File: src/program.hex
// One 32-bit instruction word per line in hex
// Line order is word index, first word at the ROM base
00100093
00200113
00300193
00400213
00500293
00600313
00700393
00800413
00900493
00a00513
00b00593
00c00613
00d00693
00e00713
00f00793
01000093
01100113
01200193
01300213
01400293
01500313
01600393
01700413
01800493
01900513
01a00593
01b00613
01c00693
01d00713
01e00793
01f00093
02000113
02100193
02200213
02300293
02400313
02500393
02600413
02700493
02800513
02900593
02a00613
02b00693
02c00713
02d00793
02e00093
02f00113
03000193
03100213
03200293
03300313
03400393
03500413
03600493
03700513
03800593
03900613
03a00693
03b00713
03c00793
03d00093
03e00113
03f00193
04000213

File: src/verilog/fetch_pkg.sv
// Shared types and codes for the instruction fetch path

package fetch_pkg;

    // ------------------------------
    // Widths with a meaning
    // ------------------------------

    // Byte address and program counter
    typedef logic [31:0] addr_t;

    // One 32-bit instruction word
    typedef logic [31:0] inst_t;

    // AXI read response field
    typedef logic [1:0] resp_t;

    // ------------------------------
    // AXI response codes
    // ------------------------------

    // Normal completion
    localparam resp_t RESP_OKAY = 2'b00;

    // Slave error for addresses the ROM does not decode
    localparam resp_t RESP_SLVERR = 2'b10;

endpackage

File: src/verilog/fetch_skid_buffer.sv
`timescale 1ns/1ps

module fetch_skid_buffer (
    input  logic             clock,
    input  logic             reset,
    // From fetch
    input  logic             fetch_valid,
    input  fetch_pkg::addr_t fetch_pc,
    input  fetch_pkg::inst_t fetch_inst,
    input  logic             fetch_fault,
    output logic             fetch_ready,
    // To decode
    input  logic             out_ready,
    output logic             out_valid,
    output fetch_pkg::addr_t out_pc,
    output fetch_pkg::inst_t out_inst,
    output logic             out_fault
);

    // Head entry drives the outputs, skid entry holds the overflow
    logic             head_valid;
    fetch_pkg::addr_t head_pc;
    fetch_pkg::inst_t head_inst;
    logic             head_fault;
    logic             skid_valid;
    fetch_pkg::addr_t skid_pc;
    fetch_pkg::inst_t skid_inst;
    logic             skid_fault;
    logic             push;
    logic             pop;
    logic             head_load;

    // Full only when the skid entry is taken
    assign fetch_ready = ~skid_valid;

    assign push      = fetch_valid & fetch_ready;
    assign pop       = head_valid & out_ready;
    assign head_load = ~head_valid | out_ready;

    // ------------------------------
    // Occupancy
    // ------------------------------

    always_ff @(posedge clock) begin
        if (reset) begin
            head_valid <= 1'b0;
            skid_valid <= 1'b0;
        end else begin
            if (head_load) begin
                head_valid <= skid_valid | push;
            end
            if (skid_valid & pop) begin
                // Skid moves up to the head
                skid_valid <= 1'b0;
            end else if (push & head_valid & ~pop) begin
                skid_valid <= 1'b1;
            end
        end
    end

    // ------------------------------
    // Payload
    // ------------------------------

    always_ff @(posedge clock) begin
        if (head_load) begin
            // Older skid entry goes first
            if (skid_valid) begin
                head_pc    <= skid_pc;
                head_inst  <= skid_inst;
                head_fault <= skid_fault;
            end else if (push) begin
                head_pc    <= fetch_pc;
                head_inst  <= fetch_inst;
                head_fault <= fetch_fault;
            end
        end
        // Skid is free whenever a push is possible
        if (push) begin
            skid_pc    <= fetch_pc;
            skid_inst  <= fetch_inst;
            skid_fault <= fetch_fault;
        end
    end

    assign out_valid = head_valid;
    assign out_pc    = head_pc;
    assign out_inst  = head_inst;
    assign out_fault = head_fault;

endmodule

File: src/verilog/fetch_top.sv
`timescale 1ns/1ps

module fetch_top #(
    parameter fetch_pkg::addr_t RESET_PC     = 32'h2000_0000,
    parameter int               ROM_WORDS    = 64,
    parameter int               READ_LATENCY = 2
) (
    input  logic             clock,
    input  logic             reset,
    input  logic             redirect,
    input  fetch_pkg::addr_t redirect_pc,
    input  logic             stall,
    input  logic             out_ready,
    output logic             out_valid,
    output fetch_pkg::addr_t out_pc,
    output fetch_pkg::inst_t out_inst,
    output logic             out_fault
);

    // AXI read channels
    logic             arvalid;
    logic             arready;
    fetch_pkg::addr_t araddr;
    logic             rvalid;
    logic             rready;
    fetch_pkg::inst_t rdata;
    fetch_pkg::resp_t rresp;

    // Fetch to buffer
    logic             fetch_valid;
    logic             fetch_ready;
    fetch_pkg::addr_t fetch_pc;
    fetch_pkg::inst_t fetch_inst;
    logic             fetch_fault;

    fetch_unit #(
        .RESET_PC (RESET_PC)
    ) fetch_unit_i (
        .clock       (clock),
        .reset       (reset),
        .redirect    (redirect),
        .redirect_pc (redirect_pc),
        .stall       (stall),
        .arready     (arready),
        .arvalid     (arvalid),
        .araddr      (araddr),
        .rvalid      (rvalid),
        .rdata       (rdata),
        .rresp       (rresp),
        .rready      (rready),
        .fetch_ready (fetch_ready),
        .fetch_valid (fetch_valid),
        .fetch_pc    (fetch_pc),
        .fetch_inst  (fetch_inst),
        .fetch_fault (fetch_fault)
    );

    // ROM base is the reset PC
    inst_rom_axi #(
        .RESET_PC     (RESET_PC),
        .ROM_WORDS    (ROM_WORDS),
        .READ_LATENCY (READ_LATENCY)
    ) inst_rom_axi_i (
        .clock   (clock),
        .reset   (reset),
        .arvalid (arvalid),
        .araddr  (araddr),
        .arready (arready),
        .rready  (rready),
        .rvalid  (rvalid),
        .rdata   (rdata),
        .rresp   (rresp)
    );

    fetch_skid_buffer fetch_skid_buffer_i (
        .clock       (clock),
        .reset       (reset),
        .fetch_valid (fetch_valid),
        .fetch_pc    (fetch_pc),
        .fetch_inst  (fetch_inst),
        .fetch_fault (fetch_fault),
        .fetch_ready (fetch_ready),
        .out_ready   (out_ready),
        .out_valid   (out_valid),
        .out_pc      (out_pc),
        .out_inst    (out_inst),
        .out_fault   (out_fault)
    );

endmodule

File: src/verilog/fetch_unit.sv
`timescale 1ns/1ps

module fetch_unit #(
    parameter fetch_pkg::addr_t RESET_PC = 32'h2000_0000
) (
    input  logic             clock,
    input  logic             reset,
    // Requests from later stages
    input  logic             redirect,
    input  fetch_pkg::addr_t redirect_pc,
    input  logic             stall,
    // AXI read address channel
    input  logic             arready,
    output logic             arvalid,
    output fetch_pkg::addr_t araddr,
    // AXI read data channel
    input  logic             rvalid,
    input  fetch_pkg::inst_t rdata,
    input  fetch_pkg::resp_t rresp,
    output logic             rready,
    // Towards the skid buffer
    input  logic             fetch_ready,
    output logic             fetch_valid,
    output fetch_pkg::addr_t fetch_pc,
    output fetch_pkg::inst_t fetch_inst,
    output logic             fetch_fault
);

    fetch_pkg::addr_t pc;
    fetch_pkg::addr_t target_q;
    logic             redirect_q;
    logic             stall_q;
    logic             arvalid_q;
    logic             outstanding;
    logic             ar_fire;
    logic             beat;
    logic             capture;

    // ------------------------------
    // Handshake events
    // ------------------------------

    assign ar_fire = arvalid_q & arready;
    // R beat and buffer push are one event
    assign beat    = rvalid & fetch_ready;

    // Sample requests only while idle and nothing held
    assign capture = ~beat & ~redirect_q & ~stall_q;

    // ------------------------------
    // Request latch
    // ------------------------------

    always_ff @(posedge clock) begin
        if (reset) begin
            redirect_q <= 1'b0;
            stall_q    <= 1'b0;
        end else if (capture) begin
            redirect_q <= redirect;
            stall_q    <= stall;
        end else if (beat) begin
            // Consumed by this beat
            redirect_q <= 1'b0;
            stall_q    <= 1'b0;
        end
    end

    // Target follows the same sampling window
    always_ff @(posedge clock) begin
        if (capture) begin
            target_q <= redirect_pc;
        end
    end

    // ------------------------------
    // Program counter
    // ------------------------------

    always_ff @(posedge clock) begin
        if (reset) begin
            pc <= RESET_PC;
        end else if (beat) begin
            if (stall | stall_q) begin
                pc <= pc;
            end else if (redirect_q) begin
                pc <= target_q;
            end else if (redirect) begin
                pc <= redirect_pc;
            end else begin
                pc <= pc + 32'd4;
            end
        end
    end

    // ------------------------------
    // Read request tracking
    // ------------------------------

    // arvalid and outstanding are never high together
    always_ff @(posedge clock) begin
        if (reset) begin
            arvalid_q   <= 1'b0;
            outstanding <= 1'b0;
        end else begin
            if (ar_fire) begin
                arvalid_q   <= 1'b0;
                outstanding <= 1'b1;
            end else if (~outstanding | beat) begin
                // First request after reset, or next one after a beat
                arvalid_q   <= 1'b1;
                outstanding <= 1'b0;
            end
        end
    end

    // PC only moves on a beat, so the address is stable while valid
    assign arvalid = arvalid_q;
    assign araddr  = pc;

    // Data straight through to the buffer
    assign rready      = fetch_ready;
    assign fetch_valid = rvalid;
    assign fetch_pc    = pc;
    assign fetch_inst  = rdata;
    assign fetch_fault = (rresp == fetch_pkg::RESP_SLVERR);

endmodule

File: src/verilog/inst_rom_axi.sv
`timescale 1ns/1ps

module inst_rom_axi #(
    parameter fetch_pkg::addr_t RESET_PC     = 32'h2000_0000,
    parameter int               ROM_WORDS    = 64,
    parameter int               READ_LATENCY = 2
) (
    input  logic             clock,
    input  logic             reset,
    // Read address channel
    input  logic             arvalid,
    input  fetch_pkg::addr_t araddr,
    output logic             arready,
    // Read data channel
    input  logic             rready,
    output logic             rvalid,
    output fetch_pkg::inst_t rdata,
    output fetch_pkg::resp_t rresp
);

    localparam int IDX_W = $clog2(ROM_WORDS);
    localparam int CNT_W = $clog2(READ_LATENCY + 1);

    fetch_pkg::inst_t mem [ROM_WORDS];

    fetch_pkg::addr_t offset;
    logic             in_range;
    logic [IDX_W-1:0] idx_q;
    logic             err_q;
    logic [CNT_W-1:0] cnt;
    logic             busy;
    logic             rvalid_q;
    fetch_pkg::inst_t rdata_q;
    fetch_pkg::resp_t rresp_q;
    logic             ar_fire;
    logic             r_fire;

    // ROM image
    initial begin
        $readmemh("/design/src/program.hex", mem);
    end

    // ------------------------------
    // Address decode
    // ------------------------------

    // Below the base wraps to a large offset and falls out of range
    assign offset   = araddr - RESET_PC;
    assign in_range = (offset < fetch_pkg::addr_t'(ROM_WORDS * 4)) && (araddr[1:0] == 2'b00);

    assign ar_fire = arvalid & arready;
    assign r_fire  = rvalid_q & rready;

    // Accept a new address only when idle
    assign arready = ~busy;

    always_ff @(posedge clock) begin
        if (ar_fire) begin
            idx_q <= offset[IDX_W+1:2];
            err_q <= ~in_range;
        end
    end

    // ------------------------------
    // Latency counter
    // ------------------------------

    always_ff @(posedge clock) begin
        if (reset) begin
            busy     <= 1'b0;
            rvalid_q <= 1'b0;
            cnt      <= '0;
        end else if (ar_fire) begin
            busy <= 1'b1;
            cnt  <= CNT_W'(READ_LATENCY);
        end else if (r_fire) begin
            busy     <= 1'b0;
            rvalid_q <= 1'b0;
        end else if (busy & ~rvalid_q) begin
            // Last count raises rvalid
            if (cnt == CNT_W'(1)) begin
                rvalid_q <= 1'b1;
            end
            cnt <= cnt - CNT_W'(1);
        end
    end

    // Beat payload read as the counter expires and held until rready
    always_ff @(posedge clock) begin
        if (busy & ~rvalid_q & (cnt == CNT_W'(1))) begin
            if (err_q) begin
                rdata_q <= '0;
                rresp_q <= fetch_pkg::RESP_SLVERR;
            end else begin
                rdata_q <= mem[idx_q];
                rresp_q <= fetch_pkg::RESP_OKAY;
            end
        end
    end

    assign rvalid = rvalid_q;
    assign rdata  = rdata_q;
    assign rresp  = rresp_q;

endmodule
File: config.mk
export PLATFORM = sky130hd
export DESIGN_NAME = fetch_top
export DESIGN_NICKNAME = d
export VERILOG_FILES = /design/src/verilog/fetch_pkg.sv /design/src/verilog/fetch_skid_buffer.sv /design/src/verilog/fetch_top.sv /design/src/verilog/fetch_unit.sv /design/src/verilog/inst_rom_axi.sv
export SDC_FILE = /design/constraint.sdc
export NUM_CORES = 1
export LEC_CHECK = 0
export BUFFER_PORTS_ARGS = -buffer_cell sky130_fd_sc_hd__buf_2
export CAP_MARGIN = 15
export CORE_UTILIZATION = 40
export DETAILED_ROUTE_END_ITERATION = 6
export PLACE_DENSITY_LB_ADDON = 0.1
export SYNTH_ARGS = -nofsm -noshare
export SYNTH_HDL_FRONTEND = slang
export SYNTH_SLANG_ARGS = --single-unit
File: constraint.sdc
create_clock -name clock -period 4.65 [get_ports clock]
set_input_delay 0.2325 -clock clock [delete_from_list [all_inputs] [get_ports clock]]
set_output_delay 0.2325 -clock clock [all_outputs]
set_load 0.01 [all_outputs]
==> impl_results.md <==
- Outcome: finished clean
- Setup violators final: 0
- Setup Skew: 0.00765 ns
- Crit start category: register
- Share of layout cells above drive strength 1: 22.3%
- RSZ-0062 raised after global routing: false
- Pwr per Cell Area: 391 nW/µm²
- Final min period: 2.35 ns
- Post-Syn Area: 6380 µm²
- Post-CTS Resized: 0
- DR DRC count: 0
- Die Ht: 128 µm
- CTS tree: yes
- Post-synth ARST share: 0%
- Drt first pass iters: 4
- First-pass GRT wire length: 22700 µm
- DRT antenna net count: 0
- Maximum operating frequency: 0.426 GHz
- Aggregate global routing overflow: 0
- Commonest cells after routing, fill and taps aside: edfxtp_1 (100), buf_2 (70), dfxtp_1 (42)
- Die area: 16500 µm²
- Dominant cell type by area after synthesis: edfxtp_1
- Slew @ Worst Pin: 0.939 ns
- Synth-to-Final Area Change: 19.9%
- Hold Worst Slack: 0.0146 ns
- Max-Cap Viols: 0
- Pin count of the biggest net entering global routing: 48
- Post-synth EDFFs: 100
- Design Power: 2.99 mW
- Share of the synthesized area in the top cell type: 47.1%
- Avg WL per Cell: 16.7 µm
- Yosys reg bits: 142
- H-tree depth: 4
- CP Capture Type: register
- Cell count after synthesis: 550
- Setup TNS: 0 ns
- Leakage: 2.76 nW
- Crit Path Category: reg2reg
- Port bufs: 70
- Hold Crit Class: in2reg
- Avg Vias per Cell: 5.29
- TritonCTS Sinks: 142
- Critical Path RT: 4.99 ns
- Fin crit share: 50.5%
- Cts bufs inserted: 17
- Max IR drop VDD: 0.223 mV
- Max transition margin: 37.4%
- Clk root buf: clkbuf_16
- Clock Latency Late Sink: 0.42 ns
- Vias in the first global route: 4169
- Clock Path Buffers: 2
- Pins over their slew limit: 0
- First-iteration detailed-routing DRC count: 367
- Core area: 15400 µm²
- Row cnt: 45
- Top post-synthesis cells by area: edfxtp_1 (47%), dfxtp_1 (13%), mux2_2 (5.5%), buf_4 (3.9%), a21oi_1 (2.9%)
- Drt total wl: 14400 µm
- Post-DP HPWL: 9340 µm
- Antenna Diode Count: 0
- Final net count: 677
- Gpl congestion: 0.823
- Post-synth cell types: 54
- Sequential-to-total area share from yosys stat: 60.3%
- Starting Density: 41.5%
- Final Hold Viols: 0
- CP max FO: 10
- Worst EP arrival: 2.69 ns
- Post-CTS Hold Fix Bufs: 24
- Initial antenna violation count: 0
- Commonest non-fill, non-tap cell in the layout: edfxtp_1
- Yosys warns: 0
- Post-CTS setup buffer count: 0
- Total GRT Usage: 18.3%
- Most used DFF post-synth: edfxtp_1
- Number of top-level pins: 103
- Die X: 128 µm
- Vias: 4550
- Mapped Avg Cell Area: 11.6 µm²
- Clk pin slew, worst setup/hold paths: 0.06 ns
[worst paths after layout]
| kind | cells past startpoint | end | slack [ns] | from |
|---|---|---|---|---|
| worst max-delay path | 5 | fetch_unit_i.araddr[26]$_SDFFE_PP0P_ | 2.30 | fetch_unit_i.araddr[13]$_SDFFE_PP0P_ |
| worst min-delay path | 1 | fetch_unit_i.target_q[30]$_DFFE_PP_ | 0.01 | redirect_pc[30] |
| worst max register to register | 5 | fetch_unit_i.araddr[26]$_SDFFE_PP0P_ | 2.30 | fetch_unit_i.araddr[13]$_SDFFE_PP0P_ |
| worst min register to register | 0 | inst_rom_axi_i.rresp[1]$_DFFE_PP_ | 0.43 | inst_rom_axi_i.err_q$_DFFE_PP_ |
[where the power goes]
group	switching, mW	internal (mW)	total, mW
combinational	0.123	0.0697	0.192
clock	0.528	0.840	1.37
sequential	0.0229	1.41	1.43
[logic make-up (layout without fill, tap and decap cells)]
logic type / after synthesis / count (layout) / synth area share, %
simple gates: 155 / 155 / 12.5
mux: 35 / 35 / 6.10
xor+xnor: 2 / 2 / 0.275
flops: 142 / 142 / 60.3
other cells: 1 / 32 / 0.0588
buf+inv: 78 / 146 / 6.57
fa+ha+maj: 4 / 4 / 0.785
compound gates: 133 / 133 / 13.5
[Yosys cell counts, drive strengths merged, types with 7 or more instances]
master  instances
dfxtp          42
mux2           31
nor2           38
buf            40
inv            11
nand3          16
a21oi          37
o21ai          26
nor3           12
o211ai          7
a22oi          14
clkbuf         27
a31oi          10
and3            7
nor4           10
nand2          34
a211oi          9
edfxtp        100
[critical path, stage by stage (launching register included)]
cell and delay [ns]:
dfxtp_1 0.50, nand4_1 0.29, nor4_2 0.74, nand3_1 0.18, or4_1 0.43, a31oi_1 0.13
[cell type report]
cell class | count | area (µm²)
Fill cell | 1369 | 7730
Multi-Input combinational cell | 361 | 2240
Tap cell | 211 | 264
Inverter | 11 | 41.3
Clock inverter | 15 | 168
Timing Repair Buffer | 103 | 658
Clock buffer | 17 | 425
Sequential cell | 142 | 3840
[state kept, by name, summed over array words and instances (netlist names), 2 cells and up]
register,flops
fetch_skid_buffer_i.out_pc,32
fetch_skid_buffer_i.skid_pc,32
fetch_unit_i.araddr,32
fetch_unit_i.target_q,32
inst_rom_axi_i.cnt,2
[routing by layer]
layer  vias to the layer above  track usage [%]  share of wire [%]
met5                         -                0                  0
met4                         0             7.40                1.6
met3                        16             3.80                5.9
met2                       167             24.6                 40
met1                      2165             28.3                 52
li1                       2202                -                  -
[per-stage QoR]
stage	util [%]	instances	setup slack, ns	area, µm²
after global placement	44.3	804	2.42	6810
final	49.7	860	2.30	7640
after detailed placement	44.3	804	2.40	6810
after global routing	49.7	860	2.08	7640
after floorplan	-	581	0.736	6490
after CTS	49.7	860	2.38	7640
Note: power is estimated with default switching activity, not from simulation.
